## config.mk

```make
export PLATFORM = sky130hd
export DESIGN_NAME = score_accumulate
export DESIGN_NICKNAME = d
export VERILOG_FILES = /design/src/verilog/eval_pkg.sv /design/src/verilog/score_accumulate.sv
export VERILOG_INCLUDE_DIRS = /design/src /design/src/verilog
export SDC_FILE = /design/constraint.sdc
export NUM_CORES = 1
export LEC_CHECK = 0
export BUFFER_PORTS_ARGS = -buffer_cell sky130_fd_sc_hd__buf_2
export CORE_AREA = 5 5 232 234
export DETAILED_ROUTE_END_ITERATION = 6
export DIE_AREA = 0 0 237 239
export GPL_ROUTABILITY_DRIVEN = 1
export PLACE_DENSITY = 0.62
export REMOVE_ABC_BUFFERS = 1
export SYNTH_ARGS = -nofsm -noshare
export SYNTH_HDL_FRONTEND = slang
export SYNTH_SLANG_ARGS = --single-unit
```

## constraint.sdc

```tcl
create_clock -name clk -period 9.3 [get_ports clk]
set_clock_uncertainty 0.2 [all_clocks]
set_input_delay 0.93 -clock clk [delete_from_list [all_inputs] [get_ports clk]]
set_output_delay 0.93 -clock clk [all_outputs]
set_load 0.1 [all_outputs]
```

## src/verilog/vchess_cfg.svh

```systemverilog
`ifndef VCHESS_CFG_SVH
`define VCHESS_CFG_SVH

// Board geometry
`define PIECE_WIDTH    4                 // Color bit plus 3-bit kind
`define RANK_SQUARES   8
`define BOARD_WIDTH    256
`define BOARD_RANKS    (`BOARD_WIDTH / (`RANK_SQUARES * `PIECE_WIDTH))

`define EVAL_WIDTH     24                // Signed width of every score

// Middlegame piece values
`define MG_PAWN        100
`define MG_KNIGHT      320
`define MG_BISHOP      330
`define MG_ROOK        500
`define MG_QUEEN       900

// Endgame piece values
`define EG_PAWN        120
`define EG_KNIGHT      300
`define EG_BISHOP      320
`define EG_ROOK        520
`define EG_QUEEN       950

`define KING_VALUE     0                 // Both phases

// Per attacked square
`define MOB_WEIGHT_MG  4
`define MOB_WEIGHT_EG  2

// Taper, 2^20 / 62 truncated
`define PHASE_MAX      62
`define PHASE_SHIFT    20
`define PHASE_SCALE    16912

`define EVAL_LATENCY   8

`endif

```

## src/verilog/eval_pkg.sv

```systemverilog
`include "vchess_cfg.svh"

package eval_pkg;

   // Partial score of one rank, white positive
   typedef struct packed
   {
      logic signed [`EVAL_WIDTH-1:0] mg;
      logic signed [`EVAL_WIDTH-1:0] eg;
      logic [3:0]                    occupied;
      logic [3:0]                    heavy;          // Pawns, rooks and queens
      logic [3:0]                    minors_white;
      logic [3:0]                    minors_black;
   } rank_score_t;

   // Whole board after mobility
   typedef struct packed
   {
      logic signed [`EVAL_WIDTH-1:0] mg;
      logic signed [`EVAL_WIDTH-1:0] eg;
      logic signed [`EVAL_WIDTH-1:0] material;       // Middlegame sum before mobility
      logic [6:0]                    occupied;       // Up to 64
      logic                          insufficient;
   } total_score_t;

endpackage

```

## src/verilog/score_accumulate.sv

```systemverilog
`timescale 1ns/1ps
`include "vchess_cfg.svh"

module score_accumulate
   (
      input  logic                   clk,
      input  eval_pkg::rank_score_t  partials [`BOARD_RANKS],
      input  logic [5:0]             attack_white_pop,
      input  logic [5:0]             attack_black_pop,
      output eval_pkg::total_score_t total
   );

   localparam logic signed [`EVAL_WIDTH-1:0] mob_mg = `MOB_WEIGHT_MG;
   localparam logic signed [`EVAL_WIDTH-1:0] mob_eg = `MOB_WEIGHT_EG;

   logic signed [`EVAL_WIDTH-1:0] mg_sum;
   logic signed [`EVAL_WIDTH-1:0] eg_sum;
   logic [6:0]                    occupied_sum;
   logic [6:0]                    heavy_sum;
   logic [6:0]                    minors_white_sum;
   logic [6:0]                    minors_black_sum;
   logic signed [6:0]             pop_diff;
   logic signed [`EVAL_WIDTH-1:0] mob_diff;
   eval_pkg::total_score_t        next_total;

   always_comb
   begin
      mg_sum = '0;
      eg_sum = '0;
      occupied_sum = '0;
      heavy_sum = '0;
      minors_white_sum = '0;
      minors_black_sum = '0;
      for (int r = 0; r < `BOARD_RANKS; r++)
      begin
         mg_sum = mg_sum + $signed(partials[r].mg);
         eg_sum = eg_sum + $signed(partials[r].eg);
         occupied_sum = occupied_sum + {3'd0, partials[r].occupied};
         heavy_sum = heavy_sum + {3'd0, partials[r].heavy};
         minors_white_sum = minors_white_sum + {3'd0, partials[r].minors_white};
         minors_black_sum = minors_black_sum + {3'd0, partials[r].minors_black};
      end
   end

   // Attacked squares, white minus black
   assign pop_diff = $signed({1'b0, attack_white_pop}) - $signed({1'b0, attack_black_pop});
   assign mob_diff = pop_diff;   // Sign extended

   always_comb
   begin
      next_total.material = mg_sum;
      next_total.mg = mg_sum + mob_diff * mob_mg;
      next_total.eg = eg_sum + mob_diff * mob_eg;
      next_total.occupied = occupied_sum;
      // Bare kings, or one knight or bishop per side at most
      next_total.insufficient = (heavy_sum == 7'd0) && (minors_white_sum <= 7'd1) &&
                                (minors_black_sum <= 7'd1);
   end

   always_ff @(posedge clk)
      total <= next_total;

endmodule

```

=== After elaboration in Yosys (flattened, before gate mapping) ===
Cells that the tools add are included.

* Output and inout port bits: 80
* Register bits: 80

* Add/subtract/negate cells: 45
* Magnitude comparators: 2
* Reductions and logical operators: 3

{| class="wikitable"
|+ Operators with widths
! operator !! number
|-
| $add 24x24->24 || 14
|-
| $add 7x4->7 || 16
|-
| $add 6x4->7 || 4
|-
| $add 24x8->24 || 1
|-
| $add 24x9->24 || 1
|-
| $add 5x4->6 || 4
|-
| $add 4x4->5 || 4
|-
| $le 7x1->1 const B || 2
|-
| $logic_not 7->1 || 1
|-
| $sub 6x6->7 || 1
|-
| $logic_and 1x1->1 || 2
|}

=== Logic depth before layout (Yosys ltp) ===
Gate-level depths: netlist of the first run.

* Depth after elaboration: 10
* Depth in mapped cells: 28

=== Worst setup path after synthesis of the first run ===
OpenSTA, ideal clock, no wires.

* Path type: input -> register
* Start: input attack_white_pop[0]
* End: register total[55] in the netlist's numbering
* Path slack: 2.441 ns
* Path buffers: 0
* Stages on the path: 24
* Arrival: 6.538 ns
* Data required time: 8.979 ns
* Library setup time: 0.121 ns
* Cell sequence: inv_1 > ha_1 > fa_1 > nor2b_1 > o21ai_0 > nand2b_1 > a21oi_1 > o21bai_1 > inv_1 > fa_1 > fa_1 > inv_1 > fa_1 > inv_1 > fa_1 > ha_1 > o21a_1 > o21ai_0 > nor2_1 > a21oi_1 > o21ai_0 > o41ai_1 > o21ai_0 > xnor2_1

{| class="wikitable"
|+ RTL lines
! element !! line !! text
|-
| start: declaration || score_accumulate.sv:8 || <nowiki>input logic [5:0] attack_white_pop,</nowiki>
|-
| end signal: assignment || score_accumulate.sv:61 || <nowiki>total <= next_total;</nowiki>
|-
| end: declaration || score_accumulate.sv:10 || <nowiki>output eval_pkg::total_score_t total</nowiki>
|}

==> results of run 1 <==
layout make-up:
| class | count | area (um2) |
|---|---|---|
| clock buffers | 9 | 225 |
| clock inverters | 7 | 90.1 |
| repair buffers | 604 | 3020 |
| inverters | 540 | 2030 |
| multi-input cells | 857 | 11500 |
| flip-flops and latches | 78 | 1560 |
| well taps | 688 | 861 |
| diodes | 5 | 12.5 |
| fillers | 5249 | 32500 |
stage by stage:
| step | hold slack (ns) | util (%) | instance area (um2) |
|---|---|---|---|
| CTS | 0.681 | 37.2 | 19300 |
| finish | 0.707 | 37.2 | 19300 |
| global placement | 1.07 | 36.6 | 19000 |
| floorplan | 0.960 | - | 15100 |
| detailed placement | 1.08 | 36.6 | 19000 |
| global route | 0.710 | 37.2 | 19300 |
cell usage in the layout (no fill, tap or decap), types with 3 or more instances in the layout:
master and instances:
nor2b_1 8, clkbuf_16 9, inv_1 539, a31o_2 5, a21o_1 20, nand3_1 12
nand2_1 22, o21bai_1 6, buf_2 604, a31oi_1 7, nand2b_1 13, xnor2_1 59
nor3_1 20, inv_8 3, a2111oi_0 3, diode_2 5, o211ai_1 6, o311ai_0 3
nor2_1 35, xor2_1 20, nor4b_1 3, nand4_1 3, dfxtp_1 78, o21ai_0 25
o21a_1 7, a21boi_0 3, a211oi_1 8, ha_1 104, a21oi_1 38, or2_2 3
fa_1 385
layer usage:
metal / GRT usage (%) / share of wire [%]
met1: 19.0 / 37
met2: 29.4 / 51
met3: 6.45 / 9.7
met4: 3.41 / 1.9
met5: 0 / 0.24
worst max path at each step:
stage,start,depth (start not counted),to,slack (ns)
floorplan,attack_white_pop[0],24,total[55],2.44
global placement,attack_white_pop[0],25,total[55],1.70
detailed placement,attack_white_pop[0],25,total[55],1.55
CTS,attack_white_pop[0],25,total[55],1.96
global route,attack_white_pop[0],24,total[55],1.46
finish,attack_white_pop[0],25,total[55],1.95
logic make-up (layout without fill, tap and decap cells):
family                     after synthesis  count (layout)  share of synthesized area [%]
muxes                                    1               1                         0.0663
AOI/OAI and AO/OA                      152             152                           6.92
adders and majority gates              489             489                           59.7
other                                    0               5                              0
DFF                                     78              78                           10.3
and+or+nand+nor                        134             134                           4.54
xor gates and xnor gates                81              81                           4.89
buffers and inverters                  543            1160                           13.6
==> flow_metrics.env, run 1 <==
export IMPL_status="completed"
export IMPL_nNetsFinal=3104
export IMPL_cts_sinks=78
export IMPL_initial_core_util_pct=29.1
export IMPL_num_io_pins=605
export IMPL_regMostFlops="total"
export IMPL_synth_top_cell_by_area="fa_1"
export IMPL_maxCapViolCount=0
export IMPL_place_inst=2767
export IMPL_post_cts_resized=0
export IMPL_setup_violations_final=0
export IMPL_rsz0062_at_grt="false"
export IMPL_postSynthAreaPerCell_um2=10.2
export IMPL_worst_setup_path_type="input pin to flop"
export IMPL_cp_slowest_stage_delay_ns=0.60
export IMPL_min_from="partials[488]"
export IMPL_reg_largest_list="total x78"
export IMPL_core_mm2=0.0518
export IMPL_ys_types=59
export IMPL_period_share_pct=79.0
export IMPL_ant_nets=0
export IMPL_grt_pass1_vias=13500
export IMPL_fp_row_count=84
export IMPL_crit_family="adder cells"
export IMPL_wl_per_cell_um=16.7
export IMPL_cp_max_fo=32
export IMPL_synthesis_area_mm2=0.0151
export IMPL_die_w_um=237
export IMPL_fmax_mhz=136
export IMPL_tightest_slew_ns=0.866
export IMPL_grt_start_max_net_pins=33
export IMPL_required_ns=9.35
export IMPL_grt_pass1_wl_um=72100
export IMPL_ys_ff_latch=78
export IMPL_synth_flop_cell="dfxtp_1"
export IMPL_ys_seq_area_share_pct=10.3
export IMPL_vias_per_cell=4.22
export IMPL_drc=0
export IMPL_dpl_worst_slack_ns=1.55
export IMPL_first_pass_iters=4
export IMPL_fp_dieArea_mm2=0.0566
export IMPL_crit_path_frequent_cell="fa_1"
export IMPL_path_buf_inv=5
export IMPL_clk_root_buffer_cell="clkbuf_16"
export IMPL_cpMaxStageDelayCell="fa_1"
export IMPL_hold_viol_final=0
export IMPL_grt_overflow=0
export IMPL_synth_most_common_cell="inv_1"
export IMPL_synth_top_cell_area_share_pct=51.1
export IMPL_cp_arrival_ns=7.40
export IMPL_syn_inst=1478
export IMPL_synth_edf_count=0
export IMPL_dp_hpwl_um=44000
export IMPL_antenna_found_initial=14
export IMPL_finalWirelength_um=46400
export IMPL_start_kind="input pin"
export IMPL_cts_buffers_inserted=9
export IMPL_slew_viol_final=0
export IMPL_synth_warnings=0
export IMPL_end_kind="flop"
export IMPL_synthArstFlopShare_pct=0
export IMPL_post_cts_setup_buffers=0
export IMPL_cts_tree="done"
export IMPL_hp_class="input pin to flop"
export IMPL_max_slew_margin_pct=42.2
export IMPL_fin_tns_setup_ns=0
export IMPL_instances_no_fill=2788
export IMPL_clk_pin_slew_worst_paths_ns=0.07
export IMPL_area_growth_pct=27.8
export IMPL_hold_depth=3
export IMPL_grt_usage_pct=16.5
export IMPL_largest_reg_flops=78
export IMPL_vias=11800
export IMPL_drt_first_iter_violations=326
export IMPL_clockBufferDepth=2
export IMPL_timing_final_crit_period_ns=7.35
export IMPL_port_buffers=604
export IMPL_htree_levels=3
export IMPL_synth_area_leaders="fa_1 (51%), inv_1 (13%), dfxtp_1 (10%)"
export IMPL_postCtsHoldBufs=0
export IMPL_holdPathEnd="total[8]"
export IMPL_synth_commonest_cells="inv_1 (540), fa_1 (385), ha_1 (104)"
export IMPL_finalWorstSetupSlack_ns=1.95
export IMPL_drive_gt1_share_pct=30.5
export IMPL_die_h_um=239
export IMPL_gp_congestion=1.03
Power of run 1 is left out: the tool's default activity adds up to more than one toggle a clock period on the data nets, which glitch-free logic cannot reach.
==> run 2: changes to the inputs <==
- clock period: 9.3 -> 7.55 ns (I/O delays scaled with it)
==> run 2 against run 1 <==
Critical path depth is 1 higher. Global-route usage is 0.25 points higher. Die area stayed put. Highest routed layer unchanged. Sequential share of layout area hardly changed. Largest cell class unchanged. Via count is 0.89% lower. Utilization hardly changed. Critical endpoint is now total[79]. Clock-buffer cell count is 2 higher.
==> flow_metrics.env, run 2 (same netlist as run 1, synthesis figures left out) <==
export IMPL_drive_gt1_share_pct=30.6
export IMPL_clk_pin_slew_worst_paths_ns=0.07
export IMPL_area_growth_pct=27.8
export IMPL_fp_row_count=84
export IMPL_fp_dieArea_mm2=0.0566
export IMPL_ant_nets=0
export IMPL_hp_class="input pin to flop"
export IMPL_dp_hpwl_um=44800
export IMPL_grt_pass1_vias=13500
export IMPL_grt_usage_pct=16.8
export IMPL_cp_arrival_ns=7.06
export IMPL_wl_per_cell_um=16.8
export IMPL_vias_per_cell=4.18
export IMPL_vias=11700
export IMPL_num_io_pins=605
export IMPL_postCtsHoldBufs=0
export IMPL_required_ns=7.65
export IMPL_grt_pass1_wl_um=73300
export IMPL_worst_setup_path_type="input pin to flop"
export IMPL_grt_start_max_net_pins=20
export IMPL_cts_tree="done"
export IMPL_final_common_cell="buf_2"
export IMPL_setup_violations_final=0
export IMPL_finalWirelength_um=46800
export IMPL_drc=0
export IMPL_initial_core_util_pct=29.1
export IMPL_post_cts_resized=0
export IMPL_end_kind="flop"
export IMPL_period_share_pct=92.3
export IMPL_fin_tns_setup_ns=0
export IMPL_fmax_mhz=144
export IMPL_max_slew_margin_pct=56.6
export IMPL_grt_overflow=0
export IMPL_die_h_um=239
export IMPL_cp_max_fo=5
export IMPL_slew_viol_final=0
export IMPL_maxCapViolCount=0
export IMPL_status="completed"
export IMPL_tightest_slew_ns=0.656
export IMPL_antenna_found_initial=12
export IMPL_clk_root_buffer_cell="clkbuf_16"
export IMPL_cts_sinks=78
export IMPL_drt_first_iter_violations=308
export IMPL_die_w_um=237
export IMPL_reg_largest_list="total x78"
export IMPL_first_pass_iters=4
export IMPL_post_cts_setup_buffers=0
export IMPL_gp_congestion=0.973
export IMPL_nNetsFinal=3108
export IMPL_core_mm2=0.0518
export IMPL_htree_levels=3
export IMPL_timing_final_crit_period_ns=6.97
export IMPL_layout_common_cells="buf_2 (604), inv_1 (539), fa_1 (385), ha_1 (104), dfxtp_1 (78)"
export IMPL_largest_reg_flops=78
export IMPL_start_kind="input pin"
export IMPL_regMostFlops="total"
export IMPL_clockBufferDepth=2
export IMPL_rsz0062_at_grt="false"
export IMPL_hold_viol_final=0
export IMPL_cts_buffers_inserted=9
export IMPL_port_buffers=604
## run 2: through the flow
stage / utilization (%) / setup WS [ns] / hold WS, ns / instance area, um2 / std cells
final: 37.2 / 0.585 / 0.515 / 19300 / 2790
after global placement: 36.6 / 0.267 / 0.891 / 19000 / 2771
after floorplan: - / 0.866 / 0.785 / 15100 / 1475
after detailed placement: 36.6 / 0.235 / 0.884 / 19000 / 2771
after CTS: 37.2 / 0.604 / 0.485 / 19300 / 2787
after global routing: 37.2 / 0.176 / 0.515 / 19300 / 2788
## run 2: metal layers
metal / up-vias / global-route usage [%] / share of wire [%]
met5: - / 0 / 0.23
met4: 16 / 3.81 / 2.0
met3: 54 / 6.65 / 10
met1: 5643 / 19.6 / 38
met2: 413 / 29.3 / 50
li1: 5545 / - / -
## run 2: cell type report
type                       instances  area, um2
antenna                            3       7.51
clock buffer                      11        253
clock inverter                     5       41.3
fill                            5331      32500
inverter                         540       2030
multi-input combinational        857      11500
sequential                        78       1560
tap                              688        861
timing repair buffer             608       3050
## run 2: path summary, 6_finish.rpt
check / depth (start not counted) / end / from
worst max-delay path: 26 / total[79] / partials[234]
worst min-delay path: 3 / total[8] / partials[488]
## run 2: worst max-delay path: stages
cell and delay (ns):
buf_2 0.11, fa_1 0.54, inv_1 0.06, fa_1 0.55, fa_1 0.44, fa_1 0.44
inv_1 0.06, ha_1 0.18, inv_1 0.07, fa_1 0.46, nor2b_1 0.17, o31a_1 0.23
o211ai_1 0.13, a21o_1 0.22, a311oi_1 0.40, o211ai_1 0.16, mux2i_1 0.16, nand2_1 0.09
ha_1 0.30, a2111oi_0 0.35, o21ai_0 0.21, a31oi_1 0.24, o211ai_1 0.15, a31o_2 0.25
a21oi_1 0.19, xor2_1 0.15
Power of run 2 is left out for the same reason.
