===== src/verilog/vchess_cfg.svh =====
`ifndef VCHESS_CFG_SVH
`define VCHESS_CFG_SVH

// Board geometry
`define PIECE_WIDTH    4                 // Color bit plus 3-bit kind
`define RANK_SQUARES   8
`define BOARD_WIDTH    256
`define BOARD_RANKS    (`BOARD_WIDTH / (`RANK_SQUARES * `PIECE_WIDTH))

`define EVAL_WIDTH     24                // Signed width of every score

// Middlegame piece values
`define MG_PAWN        100
`define MG_KNIGHT      320
`define MG_BISHOP      330
`define MG_ROOK        500
`define MG_QUEEN       900

// Endgame piece values
`define EG_PAWN        120
`define EG_KNIGHT      300
`define EG_BISHOP      320
`define EG_ROOK        520
`define EG_QUEEN       950

`define KING_VALUE     0                 // Both phases

// Per attacked square
`define MOB_WEIGHT_MG  4
`define MOB_WEIGHT_EG  2

// Taper, 2^20 / 62 truncated
`define PHASE_MAX      62
`define PHASE_SHIFT    20
`define PHASE_SCALE    16912

`define EVAL_LATENCY   8

`endif


===== src/verilog/eval_pkg.sv =====
`include "vchess_cfg.svh"

package eval_pkg;

   // Partial score of one rank, white positive
   typedef struct packed
   {
      logic signed [`EVAL_WIDTH-1:0] mg;
      logic signed [`EVAL_WIDTH-1:0] eg;
      logic [3:0]                    occupied;
      logic [3:0]                    heavy;          // Pawns, rooks and queens
      logic [3:0]                    minors_white;
      logic [3:0]                    minors_black;
   } rank_score_t;

   // Whole board after mobility
   typedef struct packed
   {
      logic signed [`EVAL_WIDTH-1:0] mg;
      logic signed [`EVAL_WIDTH-1:0] eg;
      logic signed [`EVAL_WIDTH-1:0] material;       // Middlegame sum before mobility
      logic [6:0]                    occupied;       // Up to 64
      logic                          insufficient;
   } total_score_t;

endpackage


===== src/verilog/phase_blend.sv =====
`timescale 1ns/1ps
`include "vchess_cfg.svh"

module phase_blend
   (
      input  logic                          clk,
      input  eval_pkg::total_score_t        total,
      input  logic                          white_to_move,
      output logic signed [`EVAL_WIDTH-1:0] eval
   );

   // Score times phase times scale, plus sign and headroom
   localparam int calc_width = `EVAL_WIDTH + 8 + 1 + $clog2(`PHASE_SCALE + 1);

   localparam logic [5:0]                  phase_max   = `PHASE_MAX;
   localparam logic signed [calc_width-1:0] phase_scale = `PHASE_SCALE;
   localparam logic signed [calc_width-1:0] round_bias  = (1 << `PHASE_SHIFT) - 1;

   logic [5:0]                    phase_s1;
   logic signed [`EVAL_WIDTH-1:0] mg_s1;
   logic signed [`EVAL_WIDTH-1:0] eg_s1;
   logic signed [calc_width-1:0]  mg_s2;
   logic signed [calc_width-1:0]  eg_s2;
   logic signed [calc_width-1:0]  sum_s3;
   logic signed [calc_width-1:0]  scaled_s4;
   logic signed [calc_width-1:0]  biased;
   logic signed [calc_width-1:0]  shifted;
   logic signed [`EVAL_WIDTH-1:0] blended;

   // Phase from occupied squares, capped
   always_ff @(posedge clk)
   begin
      if (total.occupied > {1'b0, phase_max})
         phase_s1 <= phase_max;
      else
         phase_s1 <= total.occupied[5:0];
      mg_s1 <= $signed(total.mg);
      eg_s1 <= $signed(total.eg);
   end

   // Middlegame weighted by phase, endgame by the rest
   always_ff @(posedge clk)
   begin
      mg_s2 <= mg_s1 * $signed({1'b0, phase_s1});
      eg_s2 <= eg_s1 * $signed({1'b0, phase_max - phase_s1});
   end

   always_ff @(posedge clk)
      sum_s3 <= mg_s2 + eg_s2;

   always_ff @(posedge clk)
      scaled_s4 <= sum_s3 * phase_scale;   // Same as dividing by 62 after the shift

   // Bias negatives so the shift truncates toward zero
   assign biased  = scaled_s4 + ((scaled_s4 < 0) ? round_bias : '0);
   assign shifted = biased >>> `PHASE_SHIFT;
   assign blended = shifted[`EVAL_WIDTH-1:0];

   always_ff @(posedge clk)
      eval <= white_to_move ? blended : -blended;   // Side to move view

   // Occupancy feeding the phase cap never exceeds the squares on a board
   assert property (@(posedge clk) !$isunknown(total.occupied) |-> total.occupied <= 7'd64)
      else $error("phase_blend: occupied count above board size");

endmodule


===== config.mk =====
export PLATFORM = sky130hd
export DESIGN_NAME = phase_blend
export DESIGN_NICKNAME = d
export VERILOG_FILES = /design/src/verilog/eval_pkg.sv /design/src/verilog/phase_blend.sv
export VERILOG_INCLUDE_DIRS = /design/src /design/src/verilog
export SDC_FILE = /design/constraint.sdc
export NUM_CORES = 1
export LEC_CHECK = 0
export CELL_PAD_IN_SITES_DETAIL_PLACEMENT = 1
export CELL_PAD_IN_SITES_GLOBAL_PLACEMENT = 2
export CORE_ASPECT_RATIO = 1.1
export CORE_MARGIN = 2
export CORE_UTILIZATION = 35
export DETAILED_ROUTE_END_ITERATION = 6
export DONT_BUFFER_PORTS = 1
export PLACE_DENSITY_LB_ADDON = 0.1
export SYNTH_ARGS = -nofsm -noshare
export SYNTH_HDL_FRONTEND = slang
export SYNTH_SLANG_ARGS = --single-unit

===== constraint.sdc =====
create_clock -name clk -period 6.7 [get_ports clk]
set_clock_uncertainty 0.1 [all_clocks]
set_input_delay 1.005 -clock clk [delete_from_list [all_inputs] [get_ports clk]]
set_output_delay 1.005 -clock clk [all_outputs]
set_load 0.02 [all_outputs]

; Yosys cells after proc, flatten, opt, wreduce, memory -nomap -nowiden
; Index checks and enable logic that the tools add are counted.
[totals]
register_bits = 216
input_bits = 82
output_inout_bits = 24
latch_bits = 0
wordCells = 19
romBits = 0
mem_count = 0
ramBits = 0
[op_classes]
shift = 0
mul = 3
n_mux = 2
n_lt_le_gt_ge = 2
div_mod_pow = 0
add_sub_neg = 4
n_bitwise = 0
n_eq_ne = 0
n_reduce_logical = 0
[op_table]
columns = operator, count
row1 = $mul A24 B7 Y31, 2
row2 = $lt A48 B1 Y1 const B, 1
row3 = $add A44 B20 Y44, 1
row4 = $mul A32 B12 Y44 const B, 1
row5 = $add A31 B31 Y32, 1
row6 = $mux W24, 1
row7 = $neg A24 Y24, 1
row8 = $mux W20, 1
row9 = $gt A7 B6 Y1 const B, 1
row10 = $sub A6 B6 Y6 const A, 1

; Logic depth before layout (Yosys ltp)
; Gate-level depths: netlist (run 1).
[logic_depth]
ltp_word = 5
depth_mapped = 26
depth_no_buf = 23

; Least setup slack after synthesis (run 1)
; No wires, ideal clock.
[synth_timing]
path_kind = register to register
startpoint = register phase_s1[2]
endpoint = register eg_s2[29]
path_slack_ps = 800
arrival_time_ps = 5678
period_less_slack_ps = 5900
required_ps = 6478
setup_time_ps = 122
path_buffers = 2
stages_incl_launch_ff = 24
cell_sequence = dfxtp_1 clkbuf_1 and3_1 nand3_1 xor2_1 clkbuf_1 and2_1 ha_1 fa_1 fa_1 inv_1 fa_1 inv_1 ha_1 and3_1 and3_1 o211ai_1 a31oi_1 a21oi_1 nor3_1 a2111oi_1 a21oi_1 and4b_1 a311o_1
[synth_between]
elab_chain_cells = 2
[synth_rtl]
columns = item, line_no
row1 = "start, declared", phase_blend.sv:19  ; logic [5:0] phase_s1;
row2 = "start signal, assigned", phase_blend.sv:34  ; phase_s1 <= phase_max;
row3 = "start signal, assigned", phase_blend.sv:36  ; phase_s1 <= total.occupied[5:0];
row4 = $sub A6 B6 Y6, phase_blend.sv:45  ; eg_s2 <= eg_s1 * $signed({1'b0, phase_max - phase_s1});
row5 = $mul A24 B7 Y31, phase_blend.sv:45
row6 = "end signal, assigned", phase_blend.sv:45
row7 = "end, declared", phase_blend.sv:23  ; logic signed [calc_width-1:0] eg_s2;
; No other way between the ends.
; A chain may end at the register's enable or synchronous reset.

; Final worst setup path (run 1)
; Ends and elaborated chain as after synthesis.

==> results of run 1 <==
-- layout make-up --
cell class / count / area (um2)
sequential: 213 / 4270
clock inverter: 11 / 168
multi-input combinational: 1656 / 15100
clock buffer: 38 / 820
fill: 6824 / 35900
timing repair buffer: 19 / 146
tap: 760 / 951
inverter: 344 / 1290
-- synth_stat cells, types with 17 or more instances --
cell      count
inv_1       344
ha_1        277
fa_1        225
dfxtp_1     213
and2_1      184
nand2_1     159
a21oi_1     126
xnor2_1     122
nor2_1       86
a21o_1       48
o21ai_0      43
xor2_1       38
clkbuf_1     37
nand3_1      34
nor2b_1      34
and3_1       26
nor3_1       23
nand2b_1     22
o21ai_1      21
a31oi_1      17
o21a_1       17
o21bai_1     17
-- logic make-up after synthesis --
| kind of cell | after synthesis | synth area share (%) |
|---|---|---|
| adder cells (fa/ha/maj) | 502 | 38.4 |
| multiplexers | 8 | 0.385 |
| AO/OA/AOI/OAI | 368 | 11.4 |
| AND/OR/NAND/NOR | 618 | 15.6 |
| XOR/XNOR | 160 | 6.75 |
| flip-flops | 213 | 20.5 |
| buffers and inverters | 385 | 6.99 |
-- how the worst max path moves through the flow --
stage / cells after the start / slack (ns) / endpoint
final: 23 / 0.47 / eg_s2[29]
after global routing: 25 / 0.04 / eg_s2[29]
after CTS: 21 / 0.25 / eg_s2[29]
after detailed placement: 21 / 0.28 / eg_s2[29]
after global placement: 21 / 0.31 / eg_s2[29]
after floorplan: 23 / 0.80 / eg_s2[29]
-- metrics by stage --
step | worst slack, ns | hold WS, ns | cell area (um2)
3_3_place_gp | 0.313 | 0.250 | 21700
6_report | 0.468 | 0.260 | 22700
2_1_floorplan | 0.800 | 0.237 | 20800
3_5_place_dp | 0.281 | 0.251 | 21700
5_1_grt | 0.0449 | 0.267 | 22700
4_1_cts | 0.252 | 0.262 | 22700
-- routing by layer --
metal  vias to the layer above  global-route usage [%]  wire length, um  part of all wire [%]
li1                       7382                       -                -                     -
met1                      7283                    19.8            21100                    43
met2                       129                    32.3            25900                    52
met3                        69                    2.04             1400                   2.8
met4                         6                    4.50             1230                   2.5
met5                         -                       0               38                 0.077
-- worst max-delay path: stages, from the launching register on --
cell,delay (ns)
dfxtp_1,0.46
and3_1,0.32
nand3_1,0.12
xor2_1,0.18
buf_6,0.25
and2_1,0.16
ha_1,0.24
fa_1,0.51
fa_1,0.56
inv_1,0.06
fa_1,0.53
inv_1,0.05
ha_1,0.36
and3_1,0.24
and3_1,0.19
o211ai_1,0.14
a31oi_1,0.16
a21oi_1,0.23
nor3_1,0.09
a2111oi_1,0.37
buf_4,0.19
a21oi_1,0.09
and4b_1,0.18
a311o_1,0.30
-- registers in the layout (all words and copies together), names as in the netlist --
signal / count
scaled_s4: 41
sum_s3: 32
eg_s2: 31
mg_s2: 31
eg_s1: 24
eval: 24
mg_s1: 24
phase_s1: 6
==> impl_metrics.json, run 1 <==
{
  "layout.cells.non_filler": 3041,
  "hold_viol": 0,
  "grt.overflow.total": 0,
  "finalCritPeriodShare_pct": 93.0,
  "place_hpwl_um": 41300,
  "hold_depth": 0,
  "fin_util_pct": 38.8,
  "vias_per_cell": 4.89,
  "final_cell_mix": "inv_1, ha_1, fa_1, dfxtp_1, and2_1",
  "yosys_warnings": 0,
  "wl_per_cell_um": 16.3,
  "placement.io_buffers": 0,
  "route.vias.total": 14869,
  "synth_async_sr_flop_share_pct": 0,
  "cts_tree": "yes",
  "ys_ff_latch": 213,
  "startpoint": "phase_s1[2]",
  "drv_slew": 0,
  "io_pins": 106,
  "clockBufferDepth": 3,
  "drc": 0,
  "fmax_mhz": 160,
  "crit_path_end_kind": "register",
  "finalCriticalPeriod_ns": 6.23,
  "ys_types": 76,
  "setup_viol": 0,
  "antenna_left": 0,
  "diodes": 0,
  "start_util_pct": 35.4,
  "dieArea_um2": 61300,
  "min-delay-start": "sum_s3[1]",
  "relSlewSlack_pct": 34.3,
  "numCtsBuffers": 28,
  "setup_tns_ns": 0,
  "grt_first_pass_wirelength_um": 84700,
  "holdPathEnd": "scaled_s4[5]",
  "drive_above_1_share_pct": 4.12,
  "wl_um": 49600,
  "rsz0062_at_grt": "false",
  "grt_max_degree": 49,
  "timing.rr.start": "phase_s1[2]",
  "synth_edf_count": 0,
  "crit_type": "register to register",
  "yosysSeqAreaShare_pct": 20.5,
  "clk_latency_ns": 0.57,
  "first_pass_iters": 4,
  "die_h_um": 260,
  "startpoint_type": "register",
  "worstPathMaxFanout": 24,
  "syn_nets": 2838,
  "clk_pin_slew_ns": 0.06,
  "ff2ff_path_depth": 23,
  "final_common_cell": "inv_1",
  "dp_cells": 2992,
  "yosys-top-cells-area": "fa_1, dfxtp_1, ha_1",
  "syn2layout_area_growth_pct": 9.44,
  "postCtsSetupRepairBufs": 0,
  "cts_resized": 0,
  "htreeDepth": 1,
  "required_ns": 7.05,
  "synth_top_area_share_pct": 21.7,
  "r2r-end": "eg_s2[29]",
  "cts_hold_buf": 0,
  "cts.sinks": 213,
  "syn_area_um2": 20800,
  "first_global_vias": 16670,
  "r2r_slack_ns": 0.47,
  "die_w_um": 236,
  "arrival_ns": 6.59,
  "hold_class": "register to register",
  "synth_top_cell_by_area": "fa_1",
  "antenna_found_initial": 4,
  "synthCells": 2254,
  "syn_avg_cell_area_um2": 9.22,
  "grtUsageTotal_pct": 16.9,
  "max_cap_viol_count": 0,
  "coreArea_um2": 58600,
  "cts-root-buf": "clkbuf_16",
  "drtIter0Drc": 336,
  "worstMarginPinSlew_ns": 0.961,
  "synth_flop_cell": "dfxtp_1",
  "status": "complete, no violations",
  "nets": 2846,
  "row_count": 93,
  "routabilityCongestion": 0.818
}
Power of run 1 is not shown: default switching activity piles up to over one toggle a cycle in this logic, so the estimate is an artifact.
==> run 2: changes to the inputs <==
--- a/config.mk
+++ b/config.mk
@@ -10,7 +10,7 @@
 export CELL_PAD_IN_SITES_GLOBAL_PLACEMENT = 2
 export CORE_ASPECT_RATIO = 1.1
 export CORE_MARGIN = 2
-export CORE_UTILIZATION = 35
+export CORE_UTILIZATION = 42
 export DETAILED_ROUTE_END_ITERATION = 6
 export DONT_BUFFER_PORTS = 1
 export PLACE_DENSITY_LB_ADDON = 0.1
==> impl_metrics.json, run 2 (synthesis gave the netlist of run 1 again) <==
{
  "startpoint_type": "register",
  "start_util_pct": 42.5,
  "antenna_found_initial": 4,
  "arrival_ns": 6.67,
  "cts_resized": 0,
  "die_w_um": 216,
  "clk_pin_slew_ns": 0.06,
  "cts-root-buf": "clkbuf_16",
  "grt_first_pass_wirelength_um": 81300,
  "drc": 0,
  "required_ns": 7.06,
  "reg_top3": "scaled_s4 (41), sum_s3 (32)",
  "r2r_slack_ns": 0.39,
  "rsz0062_at_grt": "false",
  "finalCritPeriodShare_pct": 94.2,
  "cts.sinks": 213,
  "fmax_mhz": 158,
  "coreArea_um2": 48900,
  "drtIter0Drc": 430,
  "grt_max_degree": 31,
  "layout.cells.non_filler": 2938,
  "grt.overflow.total": 0,
  "clk_latency_ns": 0.58,
  "worstMarginPinSlew_ns": 1.03,
  "setup_tns_ns": 0,
  "drv_slew": 0,
  "postCtsSetupRepairBufs": 0,
  "vias_per_cell": 5.10,
  "hold_class": "register to register",
  "wl_per_cell_um": 16.2,
  "hold_viol": 0,
  "largest_reg_flops": 41,
  "worstPathMaxFanout": 13,
  "dp_cells": 2887,
  "wl_um": 47500,
  "fill_cells": 5696,
  "antenna_left": 0,
  "numCtsBuffers": 28,
  "final_common_cell": "inv_1",
  "crit_type": "register to register",
  "first_global_vias": 16742,
  "syn2layout_area_growth_pct": 8.42,
  "hold_slack_ns": 0.259,
  "grtUsageTotal_pct": 19.4,
  "cts_tree": "yes",
  "nets": 2849,
  "clockBufferDepth": 3,
  "finalCriticalPeriod_ns": 6.31,
  "first_pass_iters": 7,
  "regMostFlops": "scaled_s4",
  "dieArea_um2": 51300,
  "relSlewSlack_pct": 29.9,
  "crit_path_end_kind": "register",
  "die_h_um": 237,
  "drive_above_1_share_pct": 4.07,
  "setup_viol": 0,
  "cts_hold_buf": 0,
  "io_pins": 106,
  "fin_util_pct": 46.0,
  "final_cell_mix": "inv_1, ha_1, fa_1, dfxtp_1, and2_1",
  "routabilityCongestion": 0.830,
  "status": "complete, no violations",
  "route.vias.total": 14980,
  "place_hpwl_um": 40000,
  "row_count": 85,
  "max_cap_viol_count": 0,
  "htreeDepth": 1,
  "placement.io_buffers": 0
}
## run 2: final cells by class
cell class	instances	area (um2)	area share, %
Inverter	344	1290	5.73
Timing Repair Buffer	22	165	0.733
Tap cell	652	816	3.62
Antenna cell	1	2.50	0.0111
Sequential cell	213	4270	18.9
Clock buffer	39	792	3.52
Multi-Input combinational cell	1656	15100	66.9
Clock inverter	11	134	0.594
## run 2: path summary, 6_finish.rpt
path              cells past startpoint         from      endpoint
setup reg to reg                     22  phase_s1[1]     eg_s2[29]
setup / recovery                     22  phase_s1[1]     eg_s2[29]
hold reg to reg                       0    sum_s3[1]  scaled_s4[5]
hold / removal                        0    sum_s3[1]  scaled_s4[5]
## run 2: per-stage QoR
stage	instance area, um2	setup WS (ns)
after floorplan	20800	0.800
after global placement	21600	0.500
after detailed placement	21600	0.370
after CTS	22500	0.344
after global routing	22500	0.0208
final	22500	0.387
## run 2: metal layers
metal	global-route usage, %	vias up	routed length (um)
li1	-	7375	-
met5	0	-	25
met2	37.2	146	25100
met3	2.23	80	1270
met1	22.2	7375	19700
met4	5.75	4	1360
## run 2: worst max-delay path: stages, from the launching register on
cell       delay [ns]
dfxtp_1          0.33
ha_1             0.75
nor2b_1          0.14
fa_1             0.51
inv_1            0.05
fa_1             0.49
inv_1            0.06
fa_1             0.54
inv_1            0.06
fa_1             0.53
inv_1            0.04
ha_1             0.34
nor4_1           0.25
a21oi_1          0.10
o211ai_1         0.15
a31oi_1          0.16
a21oi_1          0.25
nor3_1           0.10
a2111oi_1        0.44
buf_4            0.20
a21oi_1          0.09
and4b_1          0.19
a311o_1          0.32
Power of run 2 is left out for the same reason.
